### src/verilog/minimig_glue_cfg.svh
// minimig glue build constants
`ifndef MINIMIG_GLUE_CFG_SVH
`define MINIMIG_GLUE_CFG_SVH

// --------------------------------------------------------------------------
// host bus
`define MG_ADDR_W 8                // axi4-lite byte address
`define MG_DATA_W 32               // axi4-lite data word

// register map, byte offsets
`define MG_REG_MEMORY  8'h00       // chip/slow ram layout
`define MG_REG_CHIPSET 8'h04       // aga, ecs, a1k, ntsc, turbo
`define MG_REG_FLOPPY  8'h08       // drive count and speed
`define MG_REG_IDE     8'h0C       // gayle and drive enables
`define MG_REG_CPU     8'h10       // cpu type and fast chip/kick
`define MG_REG_CONTROL 8'h14       // user reset, cpu hold
`define MG_REG_STATUS  8'h18       // read only

// --------------------------------------------------------------------------
// board timing
`define MG_RESET_FRAMES 4          // frame starts after last reset source
`define MG_LED_CNT_W    4          // power led pwm counter, 1 in 16 on

`endif

### src/verilog/minimig_glue_pkg.sv
// minimig glue shared types
`default_nettype none
`include "minimig_glue_cfg.svh"

package minimig_glue_pkg;

	// --------------------------------------------------------------------------
	// axi4-lite host port
	typedef enum logic [1:0] {
		RESP_OKAY   = 2'b00,
		RESP_SLVERR = 2'b10            // unmapped offset
	} axil_resp_e;

	// manager side
	typedef struct packed {
		logic [`MG_ADDR_W-1:0]   awaddr;
		logic                    awvalid;
		logic [`MG_DATA_W-1:0]   wdata;
		logic [`MG_DATA_W/8-1:0] wstrb;   // only bit 0 is looked at
		logic                    wvalid;
		logic                    bready;
		logic [`MG_ADDR_W-1:0]   araddr;
		logic                    arvalid;
		logic                    rready;
	} axil_req_t;

	// subordinate side
	typedef struct packed {
		logic                  awready;
		logic                  wready;
		axil_resp_e            bresp;
		logic                  bvalid;
		logic                  arready;
		logic [`MG_DATA_W-1:0] rdata;
		axil_resp_e            rresp;
		logic                  rvalid;
	} axil_rsp_t;

	// --------------------------------------------------------------------------
	// user configuration
	typedef struct packed {
		logic aga;        // aga chipset, gates the turbo paths
		logic ecs;
		logic a1k;        // a1000 denise id
		logic ntsc;       // requested video standard
		logic turbo_req;  // cpu speed request
	} chipset_cfg_t;

	typedef struct packed {
		logic [6:0]   memory;   // bits 5:0 go to the board
		chipset_cfg_t chipset;
		logic [3:0]   floppy;
		logic [2:0]   ide;      // gayle, master, slave
		logic [3:0]   cpu;      // bit 2 fast chip, bit 3 fast kick
	} sys_cfg_t;

endpackage

`default_nettype wire

### src/verilog/board_status.sv
// board outputs and indicators
`default_nettype none
`include "minimig_glue_cfg.svh"

module board_status import minimig_glue_pkg::*; (
	input  wire logic      clk,
	input  wire logic      reset,
	input  wire sys_cfg_t  cfg_i,
	input  wire logic      ovl_i,          // kickstart overlay active
	input  wire logic      cpu_custom_i,   // agnus lets the cpu on chip bus
	input  wire logic      led_n_i,        // cia power led, low is on
	input  wire logic      hsync_n_i,
	input  wire logic      vsync_n_i,
	output logic     [5:0] memcfg_o,
	output logic     [3:0] cpu_config_o,
	output logic           turbochipram_o,
	output logic           turbokick_o,
	output logic           pwr_led_o,
	output logic           vsync_toggle_o  // flips once per frame
);

	logic [`MG_LED_CNT_W-1:0] led_cnt;
	logic                     led_dim;      // counter nonzero, led dark
	logic                     vsync_d;      // last vsync level
	logic                     vsync_t;

	// --------------------------------------------------------------------------
	// exported configuration
	assign memcfg_o     = cfg_i.memory[5:0];
	assign cpu_config_o = cfg_i.cpu;

	// fast chip needs aga, no overlay, cpu bit 2, bus grant and 2MB chip
	assign turbochipram_o = cfg_i.chipset.aga & ~ovl_i & cfg_i.cpu[2] & cpu_custom_i &
		(&cfg_i.memory[1:0]);
	assign turbokick_o = ~ovl_i & cfg_i.cpu[3] & cfg_i.chipset.aga;  // fast kick, aga only

	// --------------------------------------------------------------------------
	// power led, dimmed when off
	always_ff @(posedge clk) begin
		if (reset) begin
			led_cnt <= '0;
			led_dim <= 1'b0;
		end else if (hsync_n_i) begin
			led_cnt <= led_cnt + 1'b1;
			led_dim <= |led_cnt;            // lit once per counter wrap
		end
	end

	assign pwr_led_o = ~(led_n_i & led_dim);

	// vsync toggle for the host controller
	always_ff @(posedge clk) begin
		if (reset) begin
			vsync_d <= 1'b1;
			vsync_t <= 1'b0;
		end else begin
			vsync_d <= vsync_n_i;
			if (~vsync_n_i && vsync_d)     // falling edge
				vsync_t <= ~vsync_t;
		end
	end

	assign vsync_toggle_o = vsync_t;

endmodule

`default_nettype wire

### src/verilog/cfg_regs.sv
// configuration register slave
`default_nettype none
`include "minimig_glue_cfg.svh"

module cfg_regs import minimig_glue_pkg::*; (
	input  wire logic      clk,
	input  wire logic      reset,
	input  wire axil_req_t s_axi_req_i,
	input  wire logic      rst_i,        // combined reset, for status
	input  wire logic      ntsc_i,       // latched video standard
	output axil_rsp_t      s_axi_rsp_o,
	output sys_cfg_t       cfg_o,
	output logic           usrrst_o,     // one clk pulse
	output logic           cpurst_o      // cpu hold level
);

	logic                  wr_acc;       // aw and w taken this cycle
	logic                  wr_en;        // ... and strobe lane 0 set
	logic                  rd_acc;
	logic                  wr_hit;
	logic                  rd_hit;
	logic [`MG_DATA_W-1:0] rd_word;
	sys_cfg_t              cfg_q;
	logic                  usrrst_q;
	logic                  cpurst_q;
	logic                  bvalid_q;
	logic                  rvalid_q;
	axil_resp_e            bresp_q;
	axil_resp_e            rresp_q;
	logic [`MG_DATA_W-1:0] rdata_q;

	// offset is part of the register map
	function automatic logic addr_hit(input logic [`MG_ADDR_W-1:0] addr);
		case (addr)
			`MG_REG_MEMORY, `MG_REG_CHIPSET, `MG_REG_FLOPPY, `MG_REG_IDE,
			`MG_REG_CPU, `MG_REG_CONTROL, `MG_REG_STATUS: addr_hit = 1'b1;
			default: addr_hit = 1'b0;
		endcase
	endfunction

	// --------------------------------------------------------------------------
	// handshakes
	// one write in flight, held off while bvalid waits for bready
	assign wr_acc = s_axi_req_i.awvalid & s_axi_req_i.wvalid & ~bvalid_q;
	assign wr_en  = wr_acc & s_axi_req_i.wstrb[0];
	assign rd_acc = s_axi_req_i.arvalid & ~rvalid_q;
	assign wr_hit = addr_hit(s_axi_req_i.awaddr);
	assign rd_hit = addr_hit(s_axi_req_i.araddr);

	always_ff @(posedge clk) begin
		if (reset) begin
			bvalid_q <= 1'b0;
			rvalid_q <= 1'b0;
		end else begin
			if (wr_acc)
				bvalid_q <= 1'b1;
			else if (s_axi_req_i.bready)
				bvalid_q <= 1'b0;
			if (rd_acc)
				rvalid_q <= 1'b1;
			else if (s_axi_req_i.rready)
				rvalid_q <= 1'b0;
		end
	end

	// response payload, captured at acceptance
	always_ff @(posedge clk) begin
		if (wr_acc)
			bresp_q <= wr_hit ? RESP_OKAY : RESP_SLVERR;
		if (rd_acc) begin
			rresp_q <= rd_hit ? RESP_OKAY : RESP_SLVERR;
			rdata_q <= rd_word;
		end
	end

	// --------------------------------------------------------------------------
	// register file
	always_ff @(posedge clk) begin
		if (reset) begin
			cfg_q    <= '0;
			usrrst_q <= 1'b0;
			cpurst_q <= 1'b0;
		end else begin
			usrrst_q <= 1'b0;                          // self clearing
			if (wr_en) begin
				case (s_axi_req_i.awaddr)
					`MG_REG_MEMORY:  cfg_q.memory  <= s_axi_req_i.wdata[6:0];
					`MG_REG_CHIPSET: cfg_q.chipset <= s_axi_req_i.wdata[4:0];
					`MG_REG_FLOPPY:  cfg_q.floppy  <= s_axi_req_i.wdata[3:0];
					`MG_REG_IDE:     cfg_q.ide     <= s_axi_req_i.wdata[2:0];
					`MG_REG_CPU:     cfg_q.cpu     <= s_axi_req_i.wdata[3:0];
					`MG_REG_CONTROL: begin
						usrrst_q <= s_axi_req_i.wdata[0];
						cpurst_q <= s_axi_req_i.wdata[1];
					end
					default: ;                              // status and holes ignore writes
				endcase
			end
		end
	end

	// read word, zero above each register's width
	always_comb begin
		rd_word = '0;
		case (s_axi_req_i.araddr)
			`MG_REG_MEMORY:  rd_word[6:0] = cfg_q.memory;
			`MG_REG_CHIPSET: rd_word[4:0] = cfg_q.chipset;
			`MG_REG_FLOPPY:  rd_word[3:0] = cfg_q.floppy;
			`MG_REG_IDE:     rd_word[2:0] = cfg_q.ide;
			`MG_REG_CPU:     rd_word[3:0] = cfg_q.cpu;
			`MG_REG_CONTROL: rd_word[1]   = cpurst_q;   // bit 0 reads as zero
			`MG_REG_STATUS:  rd_word[1:0] = {ntsc_i, rst_i};
			default:         rd_word      = '0;
		endcase
	end

	always_comb begin
		s_axi_rsp_o.awready = wr_acc;
		s_axi_rsp_o.wready  = wr_acc;
		s_axi_rsp_o.bresp   = bresp_q;
		s_axi_rsp_o.bvalid  = bvalid_q;
		s_axi_rsp_o.arready = rd_acc;
		s_axi_rsp_o.rdata   = rdata_q;
		s_axi_rsp_o.rresp   = rresp_q;
		s_axi_rsp_o.rvalid  = rvalid_q;
	end

	assign cfg_o    = cfg_q;
	assign usrrst_o = usrrst_q;
	assign cpurst_o = cpurst_q;

endmodule

`default_nettype wire

### src/verilog/irq_encoder.sv
// interrupt priority encoder
`default_nettype none

module irq_encoder (
	input  wire logic       clk,
	input  wire logic       reset,
	input  wire logic       rst_i,    // system reset, masks everything
	input  wire logic       int7_i,   // freeze button, nmi
	input  wire logic [5:0] irq_i,    // bit k is level k+1
	output logic      [2:0] ipl_n_o   // m68k _ipl, active low
);

	logic [2:0] level;

	// highest set bit wins, level 7 over all
	always_comb begin
		level = 3'd0;
		for (int k = 0; k < 6; k++) begin
			if (irq_i[k])
				level = 3'(k + 1);
		end
		if (int7_i)
			level = 3'd7;
	end

	// --------------------------------------------------------------------------
	// registered toward the cpu
	always_ff @(posedge clk) begin
		if (reset)
			ipl_n_o <= 3'b111;
		else if (rst_i)
			ipl_n_o <= 3'b111;      // no interrupts during reset
		else
			ipl_n_o <= ~level;
	end

endmodule

`default_nettype wire

### src/verilog/minimig_glue.sv
// minimig board glue top
`default_nettype none

module minimig_glue import minimig_glue_pkg::*; (
	input  wire logic       clk,
	input  wire logic       reset,
	// host register port
	input  wire axil_req_t  s_axi_req_i,
	output axil_rsp_t       s_axi_rsp_o,
	// reset sources
	input  wire logic       kbdrst_i,
	input  wire logic       cpu_reset_n_i,
	input  wire logic       sof_i,
	// interrupts
	input  wire logic       int7_i,
	input  wire logic [5:0] irq_i,
	// board inputs
	input  wire logic       ovl_i,
	input  wire logic       cpu_custom_i,
	input  wire logic       led_n_i,
	input  wire logic       hsync_n_i,
	input  wire logic       vsync_n_i,
	// system outputs
	output logic            rst_o,
	output logic            cpu_reset_n_o,
	output logic      [2:0] ipl_n_o,
	output logic            ntsc_o,
	output logic      [5:0] memcfg_o,
	output logic      [3:0] cpu_config_o,
	output logic            turbochipram_o,
	output logic            turbokick_o,
	output logic            pwr_led_o,
	output logic            vsync_toggle_o
);

	sys_cfg_t cfg;      // live user configuration
	logic     usrrst;   // one clk pulse from control reg
	logic     cpurst;   // cpu hold

	// --------------------------------------------------------------------------
	// host side
	cfg_regs u_cfg_regs (
		.clk         (clk),
		.reset       (reset),
		.s_axi_req_i (s_axi_req_i),
		.rst_i       (rst_o),
		.ntsc_i      (ntsc_o),
		.s_axi_rsp_o (s_axi_rsp_o),
		.cfg_o       (cfg),
		.usrrst_o    (usrrst),
		.cpurst_o    (cpurst)
	);

	// resets and cpu interrupts
	reset_seq u_reset_seq (
		.clk           (clk),
		.reset         (reset),
		.kbdrst_i      (kbdrst_i),
		.usrrst_i      (usrrst),
		.cpurst_i      (cpurst),
		.cpu_reset_n_i (cpu_reset_n_i),
		.sof_i         (sof_i),
		.ntsc_req_i    (cfg.chipset.ntsc),
		.rst_o         (rst_o),
		.cpu_reset_n_o (cpu_reset_n_o),
		.ntsc_o        (ntsc_o)
	);

	irq_encoder u_irq_encoder (
		.clk     (clk),
		.reset   (reset),
		.rst_i   (rst_o),
		.int7_i  (int7_i),
		.irq_i   (irq_i),
		.ipl_n_o (ipl_n_o)
	);

	// board outputs
	board_status u_board_status (
		.clk            (clk),
		.reset          (reset),
		.cfg_i          (cfg),
		.ovl_i          (ovl_i),
		.cpu_custom_i   (cpu_custom_i),
		.led_n_i        (led_n_i),
		.hsync_n_i      (hsync_n_i),
		.vsync_n_i      (vsync_n_i),
		.memcfg_o       (memcfg_o),
		.cpu_config_o   (cpu_config_o),
		.turbochipram_o (turbochipram_o),
		.turbokick_o    (turbokick_o),
		.pwr_led_o      (pwr_led_o),
		.vsync_toggle_o (vsync_toggle_o)
	);

endmodule

`default_nettype wire

### src/verilog/reset_seq.sv
// system reset sequencer
`default_nettype none
`include "minimig_glue_cfg.svh"

module reset_seq (
	input  wire logic clk,
	input  wire logic reset,          // external reset
	input  wire logic kbdrst_i,       // ctrl-amiga-amiga
	input  wire logic usrrst_i,       // host requested
	input  wire logic cpurst_i,       // cpu hold
	input  wire logic cpu_reset_n_i,  // reset seen by the cpu core
	input  wire logic sof_i,          // start of frame pulse
	input  wire logic ntsc_req_i,
	output logic      rst_o,
	output logic      cpu_reset_n_o,
	output logic      ntsc_o
);

	localparam int CNT_W = $clog2(`MG_RESET_FRAMES + 1);

	logic             src_rst;      // any reset source active
	logic [CNT_W-1:0] frame_cnt;    // frame starts left to wait
	logic             sys_reset_q;
	logic             ntsc_q;

	assign src_rst = reset | kbdrst_i | usrrst_i;

	// --------------------------------------------------------------------------
	// hold for a few frames after the last source goes away
	always_ff @(posedge clk) begin
		if (src_rst) begin
			frame_cnt   <= CNT_W'(`MG_RESET_FRAMES);  // reload
			sys_reset_q <= 1'b1;
		end else if (sof_i && frame_cnt != '0) begin
			frame_cnt <= frame_cnt - 1'b1;
			if (frame_cnt == CNT_W'(1))
				sys_reset_q <= 1'b0;                      // last frame start seen
		end
	end

	// video standard only changes while the machine is in reset
	always_ff @(posedge clk) begin
		if (sys_reset_q)
			ntsc_q <= ntsc_req_i;
	end

	// the cpu core can stretch the reset on its own
	assign rst_o         = sys_reset_q | ~cpu_reset_n_i;
	assign cpu_reset_n_o = ~(sys_reset_q | cpurst_i);
	assign ntsc_o        = ntsc_q;

endmodule

`default_nettype wire
### config.mk
export PLATFORM = sky130hd
export DESIGN_NAME = minimig_glue
export DESIGN_NICKNAME = d
export VERILOG_FILES = /design/src/verilog/minimig_glue_pkg.sv /design/src/verilog/board_status.sv /design/src/verilog/cfg_regs.sv /design/src/verilog/irq_encoder.sv /design/src/verilog/minimig_glue.sv /design/src/verilog/reset_seq.sv
export VERILOG_INCLUDE_DIRS = /design/src /design/src/verilog
export SDC_FILE = /design/constraint.sdc
export NUM_CORES = 1
export LEC_CHECK = 0
export ABC_AREA = 1
export BUFFER_PORTS_ARGS = -buffer_cell sky130_fd_sc_hd__buf_2
export CORE_MARGIN = 3
export CORE_UTILIZATION = 47
export CTS_CLUSTER_DIAMETER = 50
export DETAILED_ROUTE_END_ITERATION = 10
export HOLD_SLACK_MARGIN = 0.05
export PLACE_DENSITY = 0.81
export SYNTH_ARGS = -nofsm -noshare
export SYNTH_HDL_FRONTEND = slang
export SYNTH_SLANG_ARGS = --single-unit
### constraint.sdc
create_clock -name clk -period 1.9 [get_ports clk]
set_clock_uncertainty 0.05 [all_clocks]
set_input_delay 0.095 -clock clk [delete_from_list [all_inputs] [get_ports clk]]
set_output_delay 0.095 -clock clk [all_outputs]
set_load 0.05 [all_outputs]
# After elaboration in Yosys (flattened, before gate mapping)
# Cells that the tools add are included.
# Widths: inputs -> output; s select.
dict set report totals {
  in_bits 74
  wordCells 106
  output_inout_bits 61
  ramBits 0
  ff_bits 53
  mem_bits_ro 0
  n_memories 0
  latch_bits 0
}
dict set report op_classes {
  bitwise 26
  mux 20
  n_reduce_logical 20
  n_eq_ne 13
  n_shift 0
  add_sub_neg 2
  multipliers 0
  div_mod_pow 0
  order_cmp 0
}
# op count
set ops {}
lappend ops {{$eq 8x5->1 const B} 6}
lappend ops {{$eq 8x4->1 const B} 4}
lappend ops {{$eq 8x3->1 const B} 2}
lappend ops {{$logic_not 8->1} 2}
lappend ops {{$reduce_and 2->1} 8}
lappend ops {{$reduce_or 7->1} 2}
lappend ops {{$mux 3} 4}
lappend ops {{$and 1x1->1} 11}
lappend ops {{$not 1->1} 10}
lappend ops {{$mux 2} 4}
lappend ops {{$mux 1} 7}
lappend ops {{$pmux 1 s7} 1}
lappend ops {{$pmux 1 s6} 1}
lappend ops {{$pmux 1 s5} 1}
lappend ops {{$add 4x1->4 const B} 1}
lappend ops {{$or 1x1->1} 4}
lappend ops {{$pmux 1 s4} 1}
lappend ops {{$reduce_bool 2->1} 2}
lappend ops {{$reduce_or 4->1} 1}
lappend ops {{$eq 3x1->1 const B} 1}
lappend ops {{$not 3->3} 1}
lappend ops {{$reduce_bool 3->1} 1}
lappend ops {{$reduce_or 3->1} 1}
lappend ops {{$sub 3x1->3 const B} 1}
lappend ops {{3 further kinds} 4}

# Logic depth before layout (Yosys ltp)
dict set report depth {
  ltp_word 8
  mapped_depth 8
  ltp_nobuf 7
}

# Modules after synthesis
# From an unflattened synthesis, not the netlist that was laid out.
dict set report hier_totals {
  cells_unflattened 413
  hier_area_um2 2920.3
}
# mod n_inst cells_per_inst area_per_inst_um2
set by_module_without_submodules {}
lappend by_module_without_submodules {cfg_regs 1 296 2115.8}
lappend by_module_without_submodules {board_status 1 55 395.4}
lappend by_module_without_submodules {reset_seq 1 39 270.3}
lappend by_module_without_submodules {irq_encoder 1 23 138.9}

# Worst setup path after synthesis
# No wires, ideal clock.
dict set report synth_path {
  path_type {register to register}
  start {register u_reset_seq.frame_cnt[0]}
  end {register u_reset_seq.frame_cnt[1]}
  setup_slack_ns 0.509
  setup_ns 0.070
  arrival_ns 1.271
  synth_period_minus_slack_ns 1.391
  required_ns 1.780
  stages_incl_launch_ff 8
  cell_sequence {dfxtp_1 inv_1 ha_1 ha_1 nor2_1 inv_1 or2_0 a21oi_1}
}
dict set report synth_between {
  elab_chain_len 2
}
# item line_no
set synth_rtl {}
lappend synth_rtl {{start: declaration} reset_seq.sv:22} ;# logic [CNT_W-1:0] frame_cnt;
lappend synth_rtl {{start signal: assignment} reset_seq.sv:32} ;# frame_cnt <= CNT_W'(`MG_RESET_FRAMES);
lappend synth_rtl {{start signal: assignment} reset_seq.sv:35} ;# frame_cnt <= frame_cnt - 1'b1;
lappend synth_rtl {{branches (longest 2 deep; another with $sub 3x1->3)} --}
# Parallel ways; which one is timed is not known.
# A chain may end at the register's enable or synchronous reset.

# Final worst setup path
# Same ends and word-level chain as after synthesis.

==> flow_metrics.env <==
export IMPL_synth_top_area_cell="dfxtp_1"
export IMPL_synth_seq_area_share_pct=38.6
export IMPL_fin_crit_sh_pct=79.6
export IMPL_rsz0062_at_grt="no"
export IMPL_setup_viol=0
export IMPL_critPathSlowestCell="dfxtp_1"
export IMPL_synth_distinct_cells=34
export IMPL_cp_slowest_stage_delay_ns=0.36
export IMPL_synth_flop_cell="dfxtp_1"
export IMPL_wl_mm=6.16
export IMPL_cap_violations=0
export IMPL_async_flop_share_pct=0
export IMPL_drt_iter0_markers=153
export IMPL_core_sq_mm=0.00574
export IMPL_yosys_top_cells_count="nand2_1, nor2_1, nand3_1, buf_4, dfxtp_1"
export IMPL_swShare_pct=30.3
export IMPL_layout_drive_gt1_share_pct=25.8
export IMPL_die_w_microns=84.6
export IMPL_area_delta_synth_final_pct=18.8
export IMPL_endpoint_kind="flop"
export IMPL_yosysMostFrequentCell="nand2_1"
export IMPL_p_int_uw=1590
export IMPL_syn_area_per_cell_sq_um=7.29
export IMPL_cts_sinks=51
export IMPL_dr_total_vias=2611
export IMPL_synth_top_area_share_pct=28.3
export IMPL_grt_overflow=0
export IMPL_cts_tree="done"
export IMPL_synthTopCellsByArea="dfxtp_1, buf_4, edfxtp_1"
export IMPL_max_freq_ghz=0.661
export IMPL_p_leak_uw=0.00168
export IMPL_critPathTopFamily="simple AND/OR/NAND/NOR gates"
export IMPL_setup_slack_ns=0.387
export IMPL_cp_start_kind="flop"
export IMPL_clk_latency_ns=0.30
export IMPL_cts_htree_levels=2
export IMPL_gp_congestion=0.842
export IMPL_die_y_microns=84.6
export IMPL_track_usage_pct=17.1
export IMPL_status="completed"
export IMPL_path_cells="inv_1 -> ha_1 -> ha_1 -> nor2_1 -> inv_1 -> or2_0 -> a21oi_1"
export IMPL_ir_drop_v=0.000313
export IMPL_synth_edf_count=10
export IMPL_ys_ff_latch=51
export IMPL_wl_per_cell_microns=11.1
export IMPL_grt_pass1_vias=2349
export IMPL_port_buffers=79
export IMPL_fin_cells=557
export IMPL_pre_cts_slack_ns=0.398
export IMPL_clock_path_buffers=2
export IMPL_finalHoldViolations=0
export IMPL_required_ns=2.09
export IMPL_firstDrtPassIters=5
export IMPL_power_frac_clock_pct=30.6
export IMPL_drtAntennaViolNets=0
export IMPL_power_density_mw_per_mm2=660
export IMPL_grt_max_degree=22
export IMPL_n_antenna_cell=0
export IMPL_rows=27
export IMPL_grt_pass1_wl_mm=10.2
export IMPL_final_util_pct=60.0
export IMPL_critPathBufInv=2
export IMPL_antenna_found_initial=0
export IMPL_numCtsBuffers=5
export IMPL_cp_arrival_ns=1.70
export IMPL_synthCells=398
export IMPL_fin_crit_ns=1.51
export IMPL_maxSlewViolCount=0
export IMPL_die_area_sq_mm=0.00715
export IMPL_initial_core_util_pct=50.5
export IMPL_cp_max_fo=5
export IMPL_min_path_type="primary input to flop"
export IMPL_finalNetCount=563
export IMPL_dpl_hpwl_mm=4.68
export IMPL_setup_tns_final_ns=0
export IMPL_viasPerCell=4.69
export IMPL_combPwrFrac_pct=19.5
export IMPL_clkSlewWorstSetupHoldPaths_ns=0.09
export IMPL_clockRootBuffer="clkbuf_8"
export IMPL_seqPwrFrac_pct=49.9
export IMPL_p_sw_uw=691
export IMPL_crit_type="flop to flop"
export IMPL_yosysWarnings=0
export IMPL_cts_setup_buffers=0
export IMPL_num_io_pins=135
export IMPL_drc_errors=0
export IMPL_post_place_cells=531
export IMPL_syn_area_sq_mm=0.00290
-- layout make-up --
| type | count | area [sq um] |
|---|---|---|
| Tap cell | 72 | 90.1 |
| Fill cell | 524 | 2290 |
| Timing Repair Buffer | 103 | 621 |
| Sequential cell | 51 | 1120 |
| Clock inverter | 1 | 6.26 |
| Inverter | 48 | 180 |
| Multi-Input combinational cell | 275 | 1330 |
| Clock buffer | 7 | 97.6 |
-- worst register-to-register path, stage by stage (launching register included) --
cell     delay, ns
dfxtp_1       0.36
inv_1         0.06
ha_1          0.19
ha_1          0.17
nor2_1        0.17
inv_1         0.12
or2_0         0.22
a21oi_1       0.11
-- kinds of logic after synthesis --
group / after synthesis / synth area share, %
buf+inv: 98 / 18.9
fa+ha+maj: 5 / 2.16
simple gates: 206 / 33.1
xor+xnor: 2 / 0.604
flops: 51 / 38.6
compound gates: 35 / 6.51
other cells: 1 / 0.129
-- metrics by stage --
stage / hold WS, ns / cell area (sq um) / total power [uW]
after CTS: 0.0746 / 3460 / 2300
after floorplan: 0.116 / 3000 / 1530
after global routing: 0.0946 / 3450 / 2380
after global placement: 0.243 / 3160 / 1560
final: 0.0807 / 3450 / 2280
after detailed placement: 0.252 / 3160 / 1570
-- power by group through the flow --
stage          clock network [uW]  registers [uW]  logic, uW
5_1_grt                       760            1140        481
3_5_place_dp                    0            1160        413
4_1_cts                       716            1140        443
2_1_floorplan                   0            1200        326
6_report                      696            1140        445
3_3_place_gp                    0            1160        404
-- timing repair --
item                                    CTS  global route
hold buffers                             19             0
gates resized for setup                   0             1
endpoints found under the hold margin    16             0
endpoints found under the setup margin    0             1
-- sequential cells by signal, summed over array words and instances (netlist names) --
register and cells:
u_board_status.led_cnt 4, u_cfg_regs.bresp_q 1, u_board_status.vsync_toggle_o 1, u_reset_seq.frame_cnt 3, u_irq_encoder.ipl_n_o 3, u_board_status.led_dim 1, u_cfg_regs.rresp_q 1, u_board_status.vsync_d 1
u_cfg_regs.bvalid_q 1, u_reset_seq.sys_reset_q 1, u_cfg_regs.rdata_q 7, u_reset_seq.ntsc_o 1, u_cfg_regs.rvalid_q 1, u_cfg_regs.cfg_o 23, u_cfg_regs.cpurst_o 1, u_cfg_regs.usrrst_o 1
-- final timing paths --
| check | start | end | slack [ns] | cells past startpoint |
|---|---|---|---|---|
| hold / removal | sof_i | u_reset_seq.frame_cnt[0] | 0.08 | 5 |
| hold reg to reg | u_reset_seq.frame_cnt[1] | u_reset_seq.frame_cnt[1] | 0.42 | 2 |
| setup / recovery | u_reset_seq.frame_cnt[0] | u_reset_seq.frame_cnt[1] | 0.39 | 7 |
| setup reg to reg | u_reset_seq.frame_cnt[0] | u_reset_seq.frame_cnt[1] | 0.39 | 7 |
-- layout by cell type, fill, tap and decap left out, types with 2 or more instances in the layout --
master | netlist | layout
buf_2 | 3 | 79
nand2_1 | 75 | 75
nor2_1 | 57 | 56
nand3_1 | 47 | 47
dfxtp_1 | 41 | 41
inv_1 | 38 | 38
conb_1 | 1 | 27
a21oi_1 | 25 | 25
dlygate4sd3_1 | 0 | 18
inv_2 | 10 | 10
edfxtp_1 | 10 | 10
nor2_2 | 8 | 9
nor2_4 | 7 | 7
buf_4 | 43 | 6
ha_1 | 5 | 5
clkbuf_8 | 0 | 5
o21ai_0 | 4 | 4
nand2_2 | 3 | 3
nand4_1 | 2 | 2
-- routing by layer --
| metal | GRT usage, % | vias up | part of all wire [%] |
|---|---|---|---|
| met1 | 20.5 | 1146 | 43 |
| met2 | 30.7 | 100 | 48 |
| li1 | - | 1356 | - |
| met4 | 4.75 | 0 | 1.3 |
| met5 | 0 | - | 0 |
| met3 | 3.63 | 9 | 8.3 |
Power figures use the tool's default switching activity.
